**src/logic/loader_params.svh**
```systemverilog
`ifndef LOADER_PARAMS_SVH
`define LOADER_PARAMS_SVH

// Program memory size in 64-bit words
`define LOADER_MEM_DEPTH 16384

// Bytes per host record: two address bytes then eight data bytes
`define LOADER_REC_BYTES 10

// Negative acknowledge returned for a record with a framing error
`define LOADER_NAK 8'h15

// Clock cycles per bit at 100 MHz
`define LOADER_DIV_9600   14'd10417
`define LOADER_DIV_19200  14'd5208
`define LOADER_DIV_57600  14'd1736
`define LOADER_DIV_115200 14'd868

`endif

```
**src/logic/loader_pkg.sv**
```systemverilog
`default_nettype none

`include "loader_params.svh"

package loader_pkg;

   typedef logic [7:0]  byte_t;
   typedef logic [13:0] mem_addr_t;
   typedef logic [63:0] mem_word_t;
   typedef logic [1:0]  baud_cfg_t;
   typedef logic [13:0] bit_div_t;

   // Packer: gather bytes, then offer the record downstream
   typedef enum logic {
      COLLECT,
      HOLD
   } pack_state_t;

   // Baud selection as on the board DIP switches
   function automatic bit_div_t baud_divisor(input baud_cfg_t cfg);
      bit_div_t div;
      case (cfg)
         2'b00:   div = `LOADER_DIV_9600;
         2'b01:   div = `LOADER_DIV_19200;
         2'b10:   div = `LOADER_DIV_57600;
         default: div = `LOADER_DIV_115200;
      endcase
      return div;
   endfunction

endpackage

`default_nettype wire

```
**src/logic/byte_stream_if.sv**
```systemverilog
`timescale 1ns/1ps
`default_nettype none

// One received byte from the UART to the record packer
interface byte_stream_if;
   import loader_pkg::*;

   logic  valid;
   logic  ready;
   byte_t data;
   logic  frame_err;

   modport src (output valid, output data, output frame_err, input ready);
   modport dst (input valid, input data, input frame_err, output ready);

endinterface

`default_nettype wire

```
**src/logic/uart_rx.sv**
```systemverilog
`timescale 1ns/1ps
`default_nettype none

module uart_rx (
   input  logic                  clk_100mhz_buf,
   input  logic                  rst_n,
   input  logic                  rxd,
   input  loader_pkg::baud_cfg_t br_cfg,
   byte_stream_if.src            out
);
   import loader_pkg::*;

   logic       rxd_meta;
   logic       rxd_sync;
   logic       busy;
   logic [3:0] bit_idx;
   bit_div_t   div_cnt;
   bit_div_t   bit_div;
   byte_t      shift;
   logic       sample;
   logic       done;

   assign bit_div = baud_divisor(br_cfg);

   // Mid-bit strobe, bit_idx 0 is the start bit and 9 the stop bit
   assign sample = busy && (div_cnt == '0);
   assign done   = sample && (bit_idx == 4'd9);

   // Line idles high
   always_ff @(posedge clk_100mhz_buf or negedge rst_n) begin
      if (!rst_n) begin
         rxd_meta <= 1'b1;
         rxd_sync <= 1'b1;
      end else begin
         rxd_meta <= rxd;
         rxd_sync <= rxd_meta;
      end
   end

   //////////////////////////////////////////////////////////////////////
   // Bit timing
   //////////////////////////////////////////////////////////////////////
   always_ff @(posedge clk_100mhz_buf or negedge rst_n) begin
      if (!rst_n) begin
         busy    <= 1'b0;
         bit_idx <= '0;
         div_cnt <= '0;
      end else if (!busy) begin
         // Falling edge, wait half a bit to confirm the start bit
         if (!rxd_sync) begin
            busy    <= 1'b1;
            bit_idx <= '0;
            div_cnt <= bit_div >> 1;
         end
      end else if (div_cnt != '0) begin
         div_cnt <= div_cnt - 1'b1;
      end else begin
         div_cnt <= bit_div - 1'b1;
         if (bit_idx == 4'd0 && rxd_sync) begin
            busy <= 1'b0;   // glitch, not a start bit
         end else if (bit_idx == 4'd9) begin
            busy <= 1'b0;
         end else begin
            bit_idx <= bit_idx + 1'b1;
         end
      end
   end

   // LSB first
   always_ff @(posedge clk_100mhz_buf) begin
      if (sample && bit_idx >= 4'd1 && bit_idx <= 4'd8) begin
         shift <= {rxd_sync, shift[7:1]};
      end
   end

   //////////////////////////////////////////////////////////////////////
   // Output holding register
   //////////////////////////////////////////////////////////////////////
   always_ff @(posedge clk_100mhz_buf or negedge rst_n) begin
      if (!rst_n) begin
         out.valid <= 1'b0;
      end else if (done) begin
         out.valid <= 1'b1;
      end else if (out.ready) begin
         out.valid <= 1'b0;
      end
   end

   // A newer byte simply replaces one not yet taken
   always_ff @(posedge clk_100mhz_buf) begin
      if (done) begin
         out.data      <= shift;
         out.frame_err <= ~rxd_sync;
      end
   end

endmodule

`default_nettype wire

```
**src/flat_wrapper.sv**
```systemverilog
// flat-port wrapper written by rule: the top's interface ports become plain ports
module uart_rx_flat import loader_pkg::*;
  (clk_100mhz_buf, rst_n, rxd, br_cfg, out_valid, out_data, out_frame_err, out_ready);
  byte_stream_if out_i ();
  input  logic clk_100mhz_buf;
  input  logic rst_n;
  input  logic rxd;
  input  loader_pkg::baud_cfg_t br_cfg;
  output wire logic [$bits(out_i.valid)-1:0] out_valid;
  output wire logic [$bits(out_i.data)-1:0] out_data;
  output wire logic [$bits(out_i.frame_err)-1:0] out_frame_err;
  input wire logic [$bits(out_i.ready)-1:0] out_ready;
  assign out_valid = out_i.valid;
  assign out_data = out_i.data;
  assign out_frame_err = out_i.frame_err;
  assign out_i.ready = out_ready;
  uart_rx u_core (.clk_100mhz_buf(clk_100mhz_buf), .rst_n(rst_n), .rxd(rxd), .br_cfg(br_cfg), .out(out_i));
endmodule
```
**config.mk**
```make
export PLATFORM = sky130hd
export DESIGN_NAME = uart_rx_flat
export DESIGN_NICKNAME = d
export VERILOG_FILES = /design/src/logic/loader_pkg.sv /design/src/logic/byte_stream_if.sv /design/src/logic/uart_rx.sv /design/src/flat_wrapper.sv
export VERILOG_INCLUDE_DIRS = /design/src /design/src/logic
export SDC_FILE = /design/constraint.sdc
export NUM_CORES = 1
export LEC_CHECK = 0
export BUFFER_PORTS_ARGS = -buffer_cell sky130_fd_sc_hd__buf_4
export CAP_MARGIN = 5
export CORE_MARGIN = 2
export CORE_UTILIZATION = 56
export DETAILED_ROUTE_END_ITERATION = 8
export PLACE_DENSITY = 0.8
export SKIP_LAST_GASP = 1
export SYNTH_ARGS = -nofsm -noshare
export SYNTH_HDL_FRONTEND = slang
export SYNTH_SLANG_ARGS = --single-unit
```
**constraint.sdc**
```tcl
create_clock -name clk_100mhz_buf -period 2.7 [get_ports clk_100mhz_buf]
set_input_delay 0.27 -clock clk_100mhz_buf [delete_from_list [all_inputs] [get_ports clk_100mhz_buf]]
set_output_delay 0.27 -clock clk_100mhz_buf [all_outputs]
set_load 0.005 [all_outputs]
```
* Word-level counts from Yosys, hierarchy flattened
Cells that the tools add are included.
Word-level totals: flip-flop bits (word level) 39, memories 0, output and inout bits 10, bits in read-only memories 0, bits of input ports 6, latch bits 0, bits in writable memories 0, logic and storage cells 49
Cells by class: $lt $le $gt $ge 2, reductions and logical operators 11, shift-type cells 0, bitwise operators 1, multiplexer cells 16, $mul 0, $add $sub $neg 3, divide/modulo/power cells 0, eq/ne operators 7
Operator list (number):
- $mux 14 | 3
- $pmux 14 s3 | 1
- $sub 14x1->14 const B | 2
- $mux 4 | 5
- $logic_not 14->1 | 1
- $reduce_bool 14->1 | 1
- $ne 2x2->1 const B | 4
- $mux 1 | 7
- $logic_and 1x1->1 | 5
- $add 4x1->4 const B | 1
- $eq 4x4->1 const B | 1
- $ge 4x1->1 const B | 1
- $le 4x4->1 const B | 1
- $logic_not 4->1 | 1
- $reduce_and 4->1 | 1
- $eq 2x1->1 const B | 1
- $eq 2x2->1 const B | 1
- $logic_not 2->1 | 1
- $reduce_bool 2->1 | 1
- $not 1->1 | 1

* Longest topological paths before layout
Gate-level depths: netlist of run 1.
depth in word-level cells 5, mapped depth 10

* Worst setup path after synthesis of run 1
Ideal clock, no wire load.
kind register to register, start point register u_core.div_cnt[7], end point register u_core.div_cnt[10], library setup time 0.120 ns, stages on the path, launching flop included 10, data arrival time 2.149 ns, setup slack 0.431 ns, buffers on the path 2, cells stage by stage dfrtp_1 > nor4_4 > and4_1 > buf_4 > buf_2 > a21oi_1 > ha_1 > nand3_1 > or4_1 > a31o_1
On the way: longest elaborated chain between the ends 3, elaborated cells between the ends (all ways) 4
Ends and longest elaborated chain:
- start: declaration | RTL line uart_rx.sv:17 | bit_div_t div_cnt;
- start signal: assignment | RTL line uart_rx.sv:53 | div_cnt <= bit_div >> 1;
- start signal: assignment | RTL line uart_rx.sv:56 | div_cnt <= div_cnt - 1'b1;
- start signal: assignment | RTL line uart_rx.sv:58 | div_cnt <= bit_div - 1'b1;
- $sub 14x1->14 / $reduce_bool 14->1 (equally long branches) | RTL line uart_rx.sv:56, uart_rx.sv:55
- $mux 14 * | RTL line uart_rx.sv:55 | end else if (div_cnt != '0) begin
- $mux 14 * | RTL line uart_rx.sv:48 | end else if (!busy) begin
Every way passes the cells marked *; elsewhere a longest branch is shown, timed or not. A chain may end at the register's enable or synchronous reset.

* Worst setup path in the final report of run 1
start point register u_core.div_cnt[9], end point register u_core.div_cnt[10]
The elaborated chain is that of the path after synthesis.

==> flow_summary_export.csv, run 1 <==
group,metric,value,unit
detailed_routing,dr_wl_met3,350,um
die,fp.dieW,64.6,um
yosys,ys_warn_count,0,
yosys,yosysTopAreaCellShare,24.9,%
clock_network,post_cts_buffers,0,
yosys,synth_compound_area_share,17.0,%
grt,antenna_found_initial,0,
sta,finalCriticalPeriod,2.52,ns
power,power_density,713,nW/um^2
yosys,ys_async_sr_fraction,56.4,%
sta,setup_ws,0.182,ns
detailed_routing,met2_length,2110,um
detailed_routing,wire_per_inst,16.5,um
yosys,synth_mux_area_share,1.52,%
sta,setup_viol,0,
die,io_pins,16,
die,start_util,60.1,%
yosys,synth_top_family_by_area,"compound AO/OA/AOI/OAI gates",
sta,rsz0062_at_grt,"false",
layout,antenna_cells,0,
yosys,ys_seq_area_share,51.8,%
setup_path,timing.reg2reg.setup_slack,0.18,ns
layout,nets,229,
power,vdd_drop_max,338,uV
yosys,synthFlopType,"dfrtp_1",
sta,hold_violations,0,
yosys,yosys-top-cells-area,"edfxtp_1 (25%), dfrtp_1 (24%), ha_1 (6.1%)",
detailed_routing,vias,1627,
yosys,synth_cell_types,46,
setup_path,start_kind,"flop",
detailed_routing,vias_per_cell,6.26,
grt,grt_util_all_layers,22.8,%
sta,finalCritPeriodShare,93.3,%
worst_hold_path,min_path_cells,1,
clock_network,clkTransAtPathRegs,0.12,ns
yosys,yosys.area_share.xor_xnor,3.41,%
yosys,synth_adder_area_share,6.09,%
sta,slew_violations,0,
yosys,ys_ff_latch,39,
detailed_routing,ant_nets,0,
yosys,avgSynthCellArea,10.5,um^2
yosys,synth_edf_count,17,
yosys,synth_nets,211,
detailed_routing,wl_met1,1720,um
sta,worst_slew_pin_slew,0.496,ns
grt,grt_pass1_wl,7320,um
sta,clock_skew,0.0114,ns
die,core_area,3420,um^2
clock_network,htreeDepth,2,
power,power,0.00162,W
worst_hold_path,hp-start,"rxd",
clock_network,cts.repair.resized,0,
placed_design,dp_cells,251,
die,dieArea,4170,um^2
power,p_leak,0.914,nW
layout,fin_cells,260,
grt,grt-ovfl-total,0,
sta,fmax,397,MHz
placed_design,dpl.hpwl,3050,um
layout,area_delta_synth_final,10.8,%
layout,drive_gt1_share,14.5,%
die,rows,21,
clock_network,clock-root-buffer,"clkbuf_4",
sta,max_slew_margin,66.9,%
yosys,yosysMostFrequentCell,"a21oi_1",
placed_design,dp_worst_setup_slack,0.252,ns
detailed_routing,routed_wirelength,4300,um
clock_network,clockBufferDepth,2,
worst_hold_path,whs_endpoint,"u_core.rxd_meta",
layout,fill_cells,261,
placed_design,port_buffers,15,
setup_path,r2r_cells,5,
clock_network,hold_buffers,1,
detailed_routing,first_pass_iters,7,
die,die_y,64.6,um
detailed_routing,post-route-drc-count,0,
detailed_routing,top_layer,"met4",
detailed_routing,drtIter0Drc,180,
setup_path,cp_max_fo,13,
grt,grt_pass1_vias,1666,
setup_path,regToRegEndpoint,"u_core.div_cnt[10]",
flow_run,drv_cap,0,
placed_design,gp_congestion,0.937,
worst_hold_path,min_path_type,"input pin to flop",
yosys,synth-simple-area-share,16.1,%
clock_network,cts_tree,"built",
clock_network,cts_made_buffers,5,
setup_path,path_class,"flop to flop",
setup_path,r2r-start,"u_core.div_cnt[9]",
yosys,syn_area,2050,um^2
setup_path,crit_arrival,2.76,ns
setup_path,end_kind,"flop",
clock_network,clk_latency,0.34,ns
yosys,synth_top_area_cell,"edfxtp_1",
clock_network,cts_num_sinks,39,
yosys,yosys-top-cells-count,"a21oi_1 (23), dfrtp_1 (20), edfxtp_1 (17), nor2_1 (17), inv_1 (12)",
grt,grt_max_degree,27,
setup_path,crit_required,2.94,ns
run_status,status,"completed",
sta,finalSetupTns,0,ns
yosys,syn_inst,195,
==> stage by stage <==
stage	hold slack [ns]	utilization (%)	instance area, um^2
after floorplan	-0.0256	-	2050
after global placement	0.172	64.8	2210
after detailed placement	0.181	64.8	2210
after CTS	0.0205	66.6	2270
after global routing	0.00485	66.6	2270
final	0.0218	66.6	2270
==> worst max path at each step <==
stage,from,endpoint,slack [ns],cells past startpoint
after global placement,u_core.div_cnt[9],u_core.div_cnt[10],0.35,5
after global routing,u_core.div_cnt[2],u_core.div_cnt[10],0.07,7
final,u_core.div_cnt[9],u_core.div_cnt[10],0.18,5
after CTS,u_core.div_cnt[7],u_core.div_cnt[10],0.23,7
after floorplan,u_core.div_cnt[7],u_core.div_cnt[10],0.43,9
after detailed placement,u_core.div_cnt[9],u_core.div_cnt[10],0.25,5
==> layer usage <==
| layer | GRT usage [%] | up-vias |
|---|---|---|
| met4 | 10.4 | 0 |
| met3 | 6.08 | 18 |
| met2 | 38.5 | 87 |
| met1 | 27.4 | 772 |
| li1 | - | 750 |
| met5 | 0 | - |
==> logic make-up after synthesis <==
family,after synthesis
xor gates and xnor gates,8
and+or+nand+nor,59
AOI/OAI and AO/OA,55
buffers and inverters,21
muxes,3
adders and majority gates,10
DFF,39
==> area by class of cell <==
type                    instances  area, um^2  share of cell area (%)
clock buffers                   7        45.0                    1.98
clock inverters                 1        5.00                   0.220
inverters                      12        45.0                    1.98
multi-input cells             135         906                    39.8
flip-flops and latches         39        1060                    46.8
well taps                      46        57.6                    2.53
repair buffers                 20         153                    6.71
==> worst max-delay path, cell delays in order, from the launching register on <==
cell	delay, ns
dfrtp_1	0.46
nor4_4	0.42
and4_1	0.58
mux2i_1	0.18
or4_1	0.53
a31o_1	0.25
==> cells in the final DEF (no fill, tap or decap), drive strengths merged, types with 2 or more instances in the layout <==
cell type and n:
xnor2 7, o211ai 2, dfstp 2, nor3 5
clkbuf 7, a21oi 23, edfxtp 17, nor2 17
a31oi 3, buf 19, o31ai 3, dfrtp 20
ha 10, nand2 9, a211oi 8, or4 2
nand3 7, o21ai 6, inv 12, nor4 4
nor2b 4, mux2i 2, nand4 3
==> sequential cells by signal, indices dropped and copies added (netlist names) <==
name                  cells
u_core.out.valid          1
u_core.rxd_sync           1
u_core.bit_idx            4
u_core.out.data           8
u_core.out.frame_err      1
u_core.shift              8
u_core.rxd_meta           1
u_core.busy               1
u_core.div_cnt           14
==> power by group <==
part	total (W)	switching, W	internal, W	leakage (nW)
combinational	0.000487	0.000256	0.000231	0.459
clock	0.000280	0.000178	0.000102	0.0293
sequential	0.000854	0.000143	0.000711	0.425
total	0.00162	0.000577	0.00104	0.914
(Power assumes the default switching activity.)
==> run 2: changes to the inputs <==
CORE_UTILIZATION = 38   (was 56)
PLACE_DENSITY = 0.6   (was 0.8)
==> run 2 against run 1 <==
Effect of this change: via count decreased by 4.9%; register-to-register slack improved by 0.17 ns; non-clock buffer count is 3 higher.
==> flow_summary_export.csv, run 2 (same netlist as run 1, synthesis figures left out) <==
group,metric,value,unit
layout,largest_reg_flops,14,
setup_path,regToRegEndpoint,"u_core.div_cnt[10]",
clock_network,htreeDepth,2,
grt,grt_max_degree,25,
detailed_routing,routed_wirelength,4320,um
setup_path,r2r-start,"u_core.div_cnt[9]",
layout,top_regs,"u_core.div_cnt (14), u_core.out.data (8), u_core.shift (8)",
layout,final_common_cell,"a21oi_1",
detailed_routing,first_pass_iters,4,
die,start_util,39.7,%
clock_network,cts_made_buffers,5,
layout,final_cell_mix,"a21oi_1 (23), buf_4 (22), dfrtp_1 (20)",
sta,hold_violations,0,
layout,fin_cells,287,
sta,finalCriticalPeriod,2.35,ns
sta,clock_skew,0.00782,ns
placed_design,gp_congestion,0.845,
setup_path,slowest_stage,"or4_1",
layout,register_area,1060,um^2
sta,fmax,425,MHz
detailed_routing,vias,1547,
power,vdd_drop_max,339,uV
layout,multi_input_area,906,um^2
worst_hold_path,min_path_cells,1,
worst_hold_path,min_path_type,"input pin to flop",
setup_path,crit_arrival,2.53,ns
sta,max_slew_margin,70.4,%
sta,setup_viol,0,
setup_path,path_cells,"nor4_4, and4_1, mux2i_1, or4_1, a31o_1",
die,core_area,5170,um^2
sta,slew_violations,0,
clock_network,cts_num_sinks,39,
clock_network,clock-root-buffer,"clkbuf_8",
grt,grt_pass1_wl,7530,um
setup_path,r2r_cells,5,
layout,nets,232,
setup_path,cp_max_fo,8,
die,fp.dieW,77.5,um
clock_network,cts_tree,"built",
grt,grt_pass1_vias,1538,
grt,grt-ovfl-total,0,
grt,grt_util_all_layers,15.8,%
clock_network,hold_buffers,1,
detailed_routing,wire_per_inst,15.1,um
detailed_routing,vias_per_cell,5.39,
run_status,status,"completed",
clock_network,clockBufferDepth,2,
setup_path,end_kind,"flop",
sta,rsz0062_at_grt,"false",
die,die_y,77.5,um
sta,finalCritPeriodShare,87.1,%
setup_path,timing.reg2reg.setup_slack,0.35,ns
layout,final_area,2390,um^2
setup_path,path_class,"flop to flop",
worst_hold_path,whs_endpoint,"u_core.rxd_meta",
layout,drive_gt1_share,16.6,%
grt,antenna_found_initial,0,
placed_design,dp_cells,278,
detailed_routing,drtIter0Drc,190,
layout,antenna_cells,0,
worst_hold_path,hp-start,"rxd",
detailed_routing,ant_nets,0,
setup_path,crit_required,2.88,ns
die,dieArea,6010,um^2
die,rows,26,
clock_network,clk_latency,0.29,ns
layout,fill_cells,486,
placed_design,place_area,2270,um^2
die,io_pins,16,
detailed_routing,post-route-drc-count,0,
clock_network,clkTransAtPathRegs,0.08,ns
power,power_density,767,nW/um^2
layout,top_register,"u_core.div_cnt",
sta,finalSetupTns,0,ns
layout,area_delta_synth_final,16.6,%
setup_path,max_stage_delay,0.52,ns
placed_design,port_buffers,15,
setup_path,start_kind,"flop",
placed_design,dpl.hpwl,3100,um
clock_network,post_cts_buffers,0,
power,power,0.00184,W
power,p_leak,0.958,nW
flow_run,drv_cap,0,
clock_network,cts.repair.resized,0,
sta,worst_slew_pin_slew,0.443,ns
## run 2: worst max-delay path by stage
stage                     slack [ns]  cells after the start                  to              start
after detailed placement        0.36                      5  u_core.div_cnt[10]  u_core.div_cnt[9]
after global routing            0.20                      5  u_core.div_cnt[10]  u_core.div_cnt[9]
after global placement          0.42                      5  u_core.div_cnt[10]  u_core.div_cnt[9]
final                           0.35                      5  u_core.div_cnt[10]  u_core.div_cnt[9]
after floorplan                 0.43                      9  u_core.div_cnt[10]  u_core.div_cnt[7]
after CTS                       0.35                      5  u_core.div_cnt[10]  u_core.div_cnt[9]
## run 2: routing by layer
metal / vias up / global-route usage, % / part of all wire [%]
met5: - / 0 / 0
met3: 6 / 4.19 / 5.1
met1: 741 / 21.6 / 48
met2: 40 / 25.0 / 46
li1: 760 / - / -
met4: 0 / 4.29 / 1.3
## run 2: worst max-delay path: cells and delay by family, from the launching register on
kind	cells	cell delay [ns]
and+or+nand+nor	3	1.43
DFF	1	0.44
AOI/OAI and AO/OA	1	0.23
muxes	1	0.14
## run 2: layout make-up
cell class                      instances  share of cell area, %
Clock buffer                            5                   2.88
Clock inverter                          3                   1.99
Inverter                               12                   1.88
Multi-Input combinational cell        135                   37.8
Sequential cell                        39                   44.4
Tap cell                               70                   3.66
Timing Repair Buffer                   23                   7.32
## run 2: through the flow
step                      worst slack [ns]  hold WS [ns]  utilization, %
after global routing                 0.198        0.0743            46.3
after CTS                            0.346        0.0743            46.3
after global placement               0.422         0.185            43.8
after detailed placement             0.362         0.184            43.8
final                                0.348        0.0848            46.3
after floorplan                      0.431       -0.0256               -
## run 2: report_power, final
| group | switching, W | internal (W) |
|---|---|---|
| combinational | 0.000251 | 0.000235 |
| sequential | 0.000141 | 0.000711 |
| clock | 0.000218 | 0.000280 |
==> run 3: changes to the inputs <==
CORE_ASPECT_RATIO = 1.1   (was unset)
SLEW_MARGIN = 20   (was unset)
==> run 3 against run 2 <==
Effect of this change: combinational power about the same; die area is essentially flat; count of clock-buffer cells in the layout stayed put; final area is essentially flat; flip-flop and latch count did not move; utilization down 1.1 points; worst setup slack improved by 0.040 ns; largest cell class unchanged.
==> flow_summary_export.csv, run 3 (same netlist as run 1, synthesis figures left out) <==
group,metric,value,unit
layout,top_regs,"u_core.div_cnt (14), u_core.out.data (8), u_core.shift (8)",
placed_design,gp_congestion,0.905,
layout,antenna_cells,0,
run_status,status,"completed",
worst_hold_path,min_path_type,"input pin to flop",
die,dieArea,6010,um^2
sta,finalSetupTns,0,ns
sta,rsz0062_at_grt,"false",
layout,final_common_cell,"a21oi_1",
layout,nets,231,
die,fp.dieW,74.1,um
layout,fill_cells,491,
clock_network,htreeDepth,2,
detailed_routing,routed_wirelength,4040,um
setup_path,cp_max_fo,7,
clock_network,cts_tree,"built",
detailed_routing,wire_per_inst,13.9,um
grt,grtUsageMet3,3.47,%
setup_path,end_kind,"flop",
sta,max_slew_margin,68.2,%
clock_network,clkTransAtPathRegs,0.08,ns
clock_network,post_cts_buffers,0,
placed_design,dpl.hpwl,2910,um
setup_path,slowest_stage,"dfrtp_1",
detailed_routing,drtIter0Drc,169,
die,core_area,5290,um^2
die,io_pins,16,
die,die_y,81.1,um
sta,fmax,433,MHz
sta,hold_violations,0,
sta,slew_violations,0,
die,rows,28,
placed_design,port_buffers,15,
clock_network,clk_latency,0.29,ns
detailed_routing,vias_per_cell,5.37,
sta,clock_skew,0.00276,ns
grt,grt_use_met2,22.1,%
layout,drive_gt1_share,16.2,%
sta,setup_ws,0.388,ns
clock_network,clock-root-buffer,"clkbuf_8",
grt,grt_pass1_wl,6670,um
clock_network,clockBufferDepth,2,
grt,top_usage_layer,"met2",
setup_path,path_class,"flop to flop",
detailed_routing,vias,1564,
sta,setup_viol,0,
power,vdd_drop_max,254,uV
grt,grt_max_degree,23,
grt,grt_pass1_vias,1434,
setup_path,crit_buf_inv,0,
placed_design,dp_worst_setup_slack,0.442,ns
layout,top_register,"u_core.div_cnt",
setup_path,max_stage_delay,0.51,ns
layout,largest_reg_flops,14,
layout,area_delta_synth_final,16.5,%
setup_path,crit_required,2.88,ns
sta,finalCriticalPeriod,2.31,ns
clock_network,cts_made_buffers,5,
detailed_routing,ant_nets,0,
clock_network,cts_num_sinks,39,
grt,globalRouteMet1Util,18.9,%
detailed_routing,first_pass_iters,4,
setup_path,start_kind,"flop",
grt,antenna_found_initial,0,
sta,finalCritPeriodShare,85.6,%
grt,grt-ovfl-total,0,
layout,fin_cells,291,
setup_path,path_delay_family,"simple AND/OR/NAND/NOR gates",
setup_path,path_cells,"nor4_4, and4_1, a21oi_1, ha_1, nand3_1, or4_1, a31o_1",
layout,final_cell_mix,"a21oi_1 (23), buf_4 (21), dfrtp_1 (20)",
flow_run,drv_cap,0,
sta,worst_slew_pin_slew,0.477,ns
detailed_routing,post-route-drc-count,0,
setup_path,crit_arrival,2.50,ns
grt,grt_util_all_layers,14.5,%
power,p_leak,0.953,nW
power,power_density,765,nW/um^2
die,start_util,38.8,%
placed_design,dp_cells,282,
run 3: metal layers:
layer  part of all wire (%)  vias to the layer above
li1                       -                      752
met1                     47                      745
met2                     46                       54
met3                    4.3                       13
met4                    3.1                        0
met5                      0                        -
run 3: where the power goes:
part / switching (W) / internal, W
logic: 0.000250 / 0.000234
registers: 0.000140 / 0.000711
clock network: 0.000215 / 0.000280
total: 0.000605 / 0.00123
run 3: cell type report:
type / instances / area [um^2] / area share (%)
tap: 75 / 93.8 / 3.92
clock buffer: 5 / 68.8 / 2.88
clock inverter: 3 / 47.5 / 1.99
inverter: 12 / 45.0 / 1.88
multi-input combinational: 135 / 906 / 37.9
sequential: 39 / 1060 / 44.5
timing repair buffer: 22 / 168 / 7.01
run 3: final timing paths:
check                      slack (ns)                 end               from  cells past startpoint
max in group asynchronous        2.02     u_core.rxd_meta              rst_n                      2
min in group asynchronous        0.40  u_core.div_cnt[10]              rst_n                      2
min reg2reg                      0.36     u_core.rxd_sync    u_core.rxd_meta                      0
max                              0.39  u_core.div_cnt[10]  u_core.div_cnt[7]                      7
min                              0.08     u_core.rxd_meta                rxd                      1
max reg2reg                      0.39  u_core.div_cnt[10]  u_core.div_cnt[7]                      7
run 3: metrics by stage:
| stage | hold slack (ns) | instance area, um^2 | util [%] | total power (W) |
|---|---|---|---|---|
| after floorplan | -0.0256 | 2050 | - | 0.00122 |
| after global placement | 0.181 | 2270 | 42.8 | 0.00133 |
| after detailed placement | 0.184 | 2270 | 42.8 | 0.00133 |
| after CTS | 0.0714 | 2390 | 45.2 | 0.00184 |
| after global routing | 0.0688 | 2390 | 45.2 | 0.00195 |
| final | 0.0803 | 2390 | 45.2 | 0.00183 |
run 3: worst reg2reg max path: cells and delay by family, from the launching register on:
family                   cells  cell delay (ns)
adder cells (fa/ha/maj)      1             0.27
AO/OA/AOI/OAI                2             0.44
AND/OR/NAND/NOR              4             0.99
flip-flops                   1             0.51
run 3: repair_timing:
item                                   4_1_cts  5_1_grt
resized for setup                            0        0
endpoints found under the hold margin       20        0
hold buffers                                 1        0
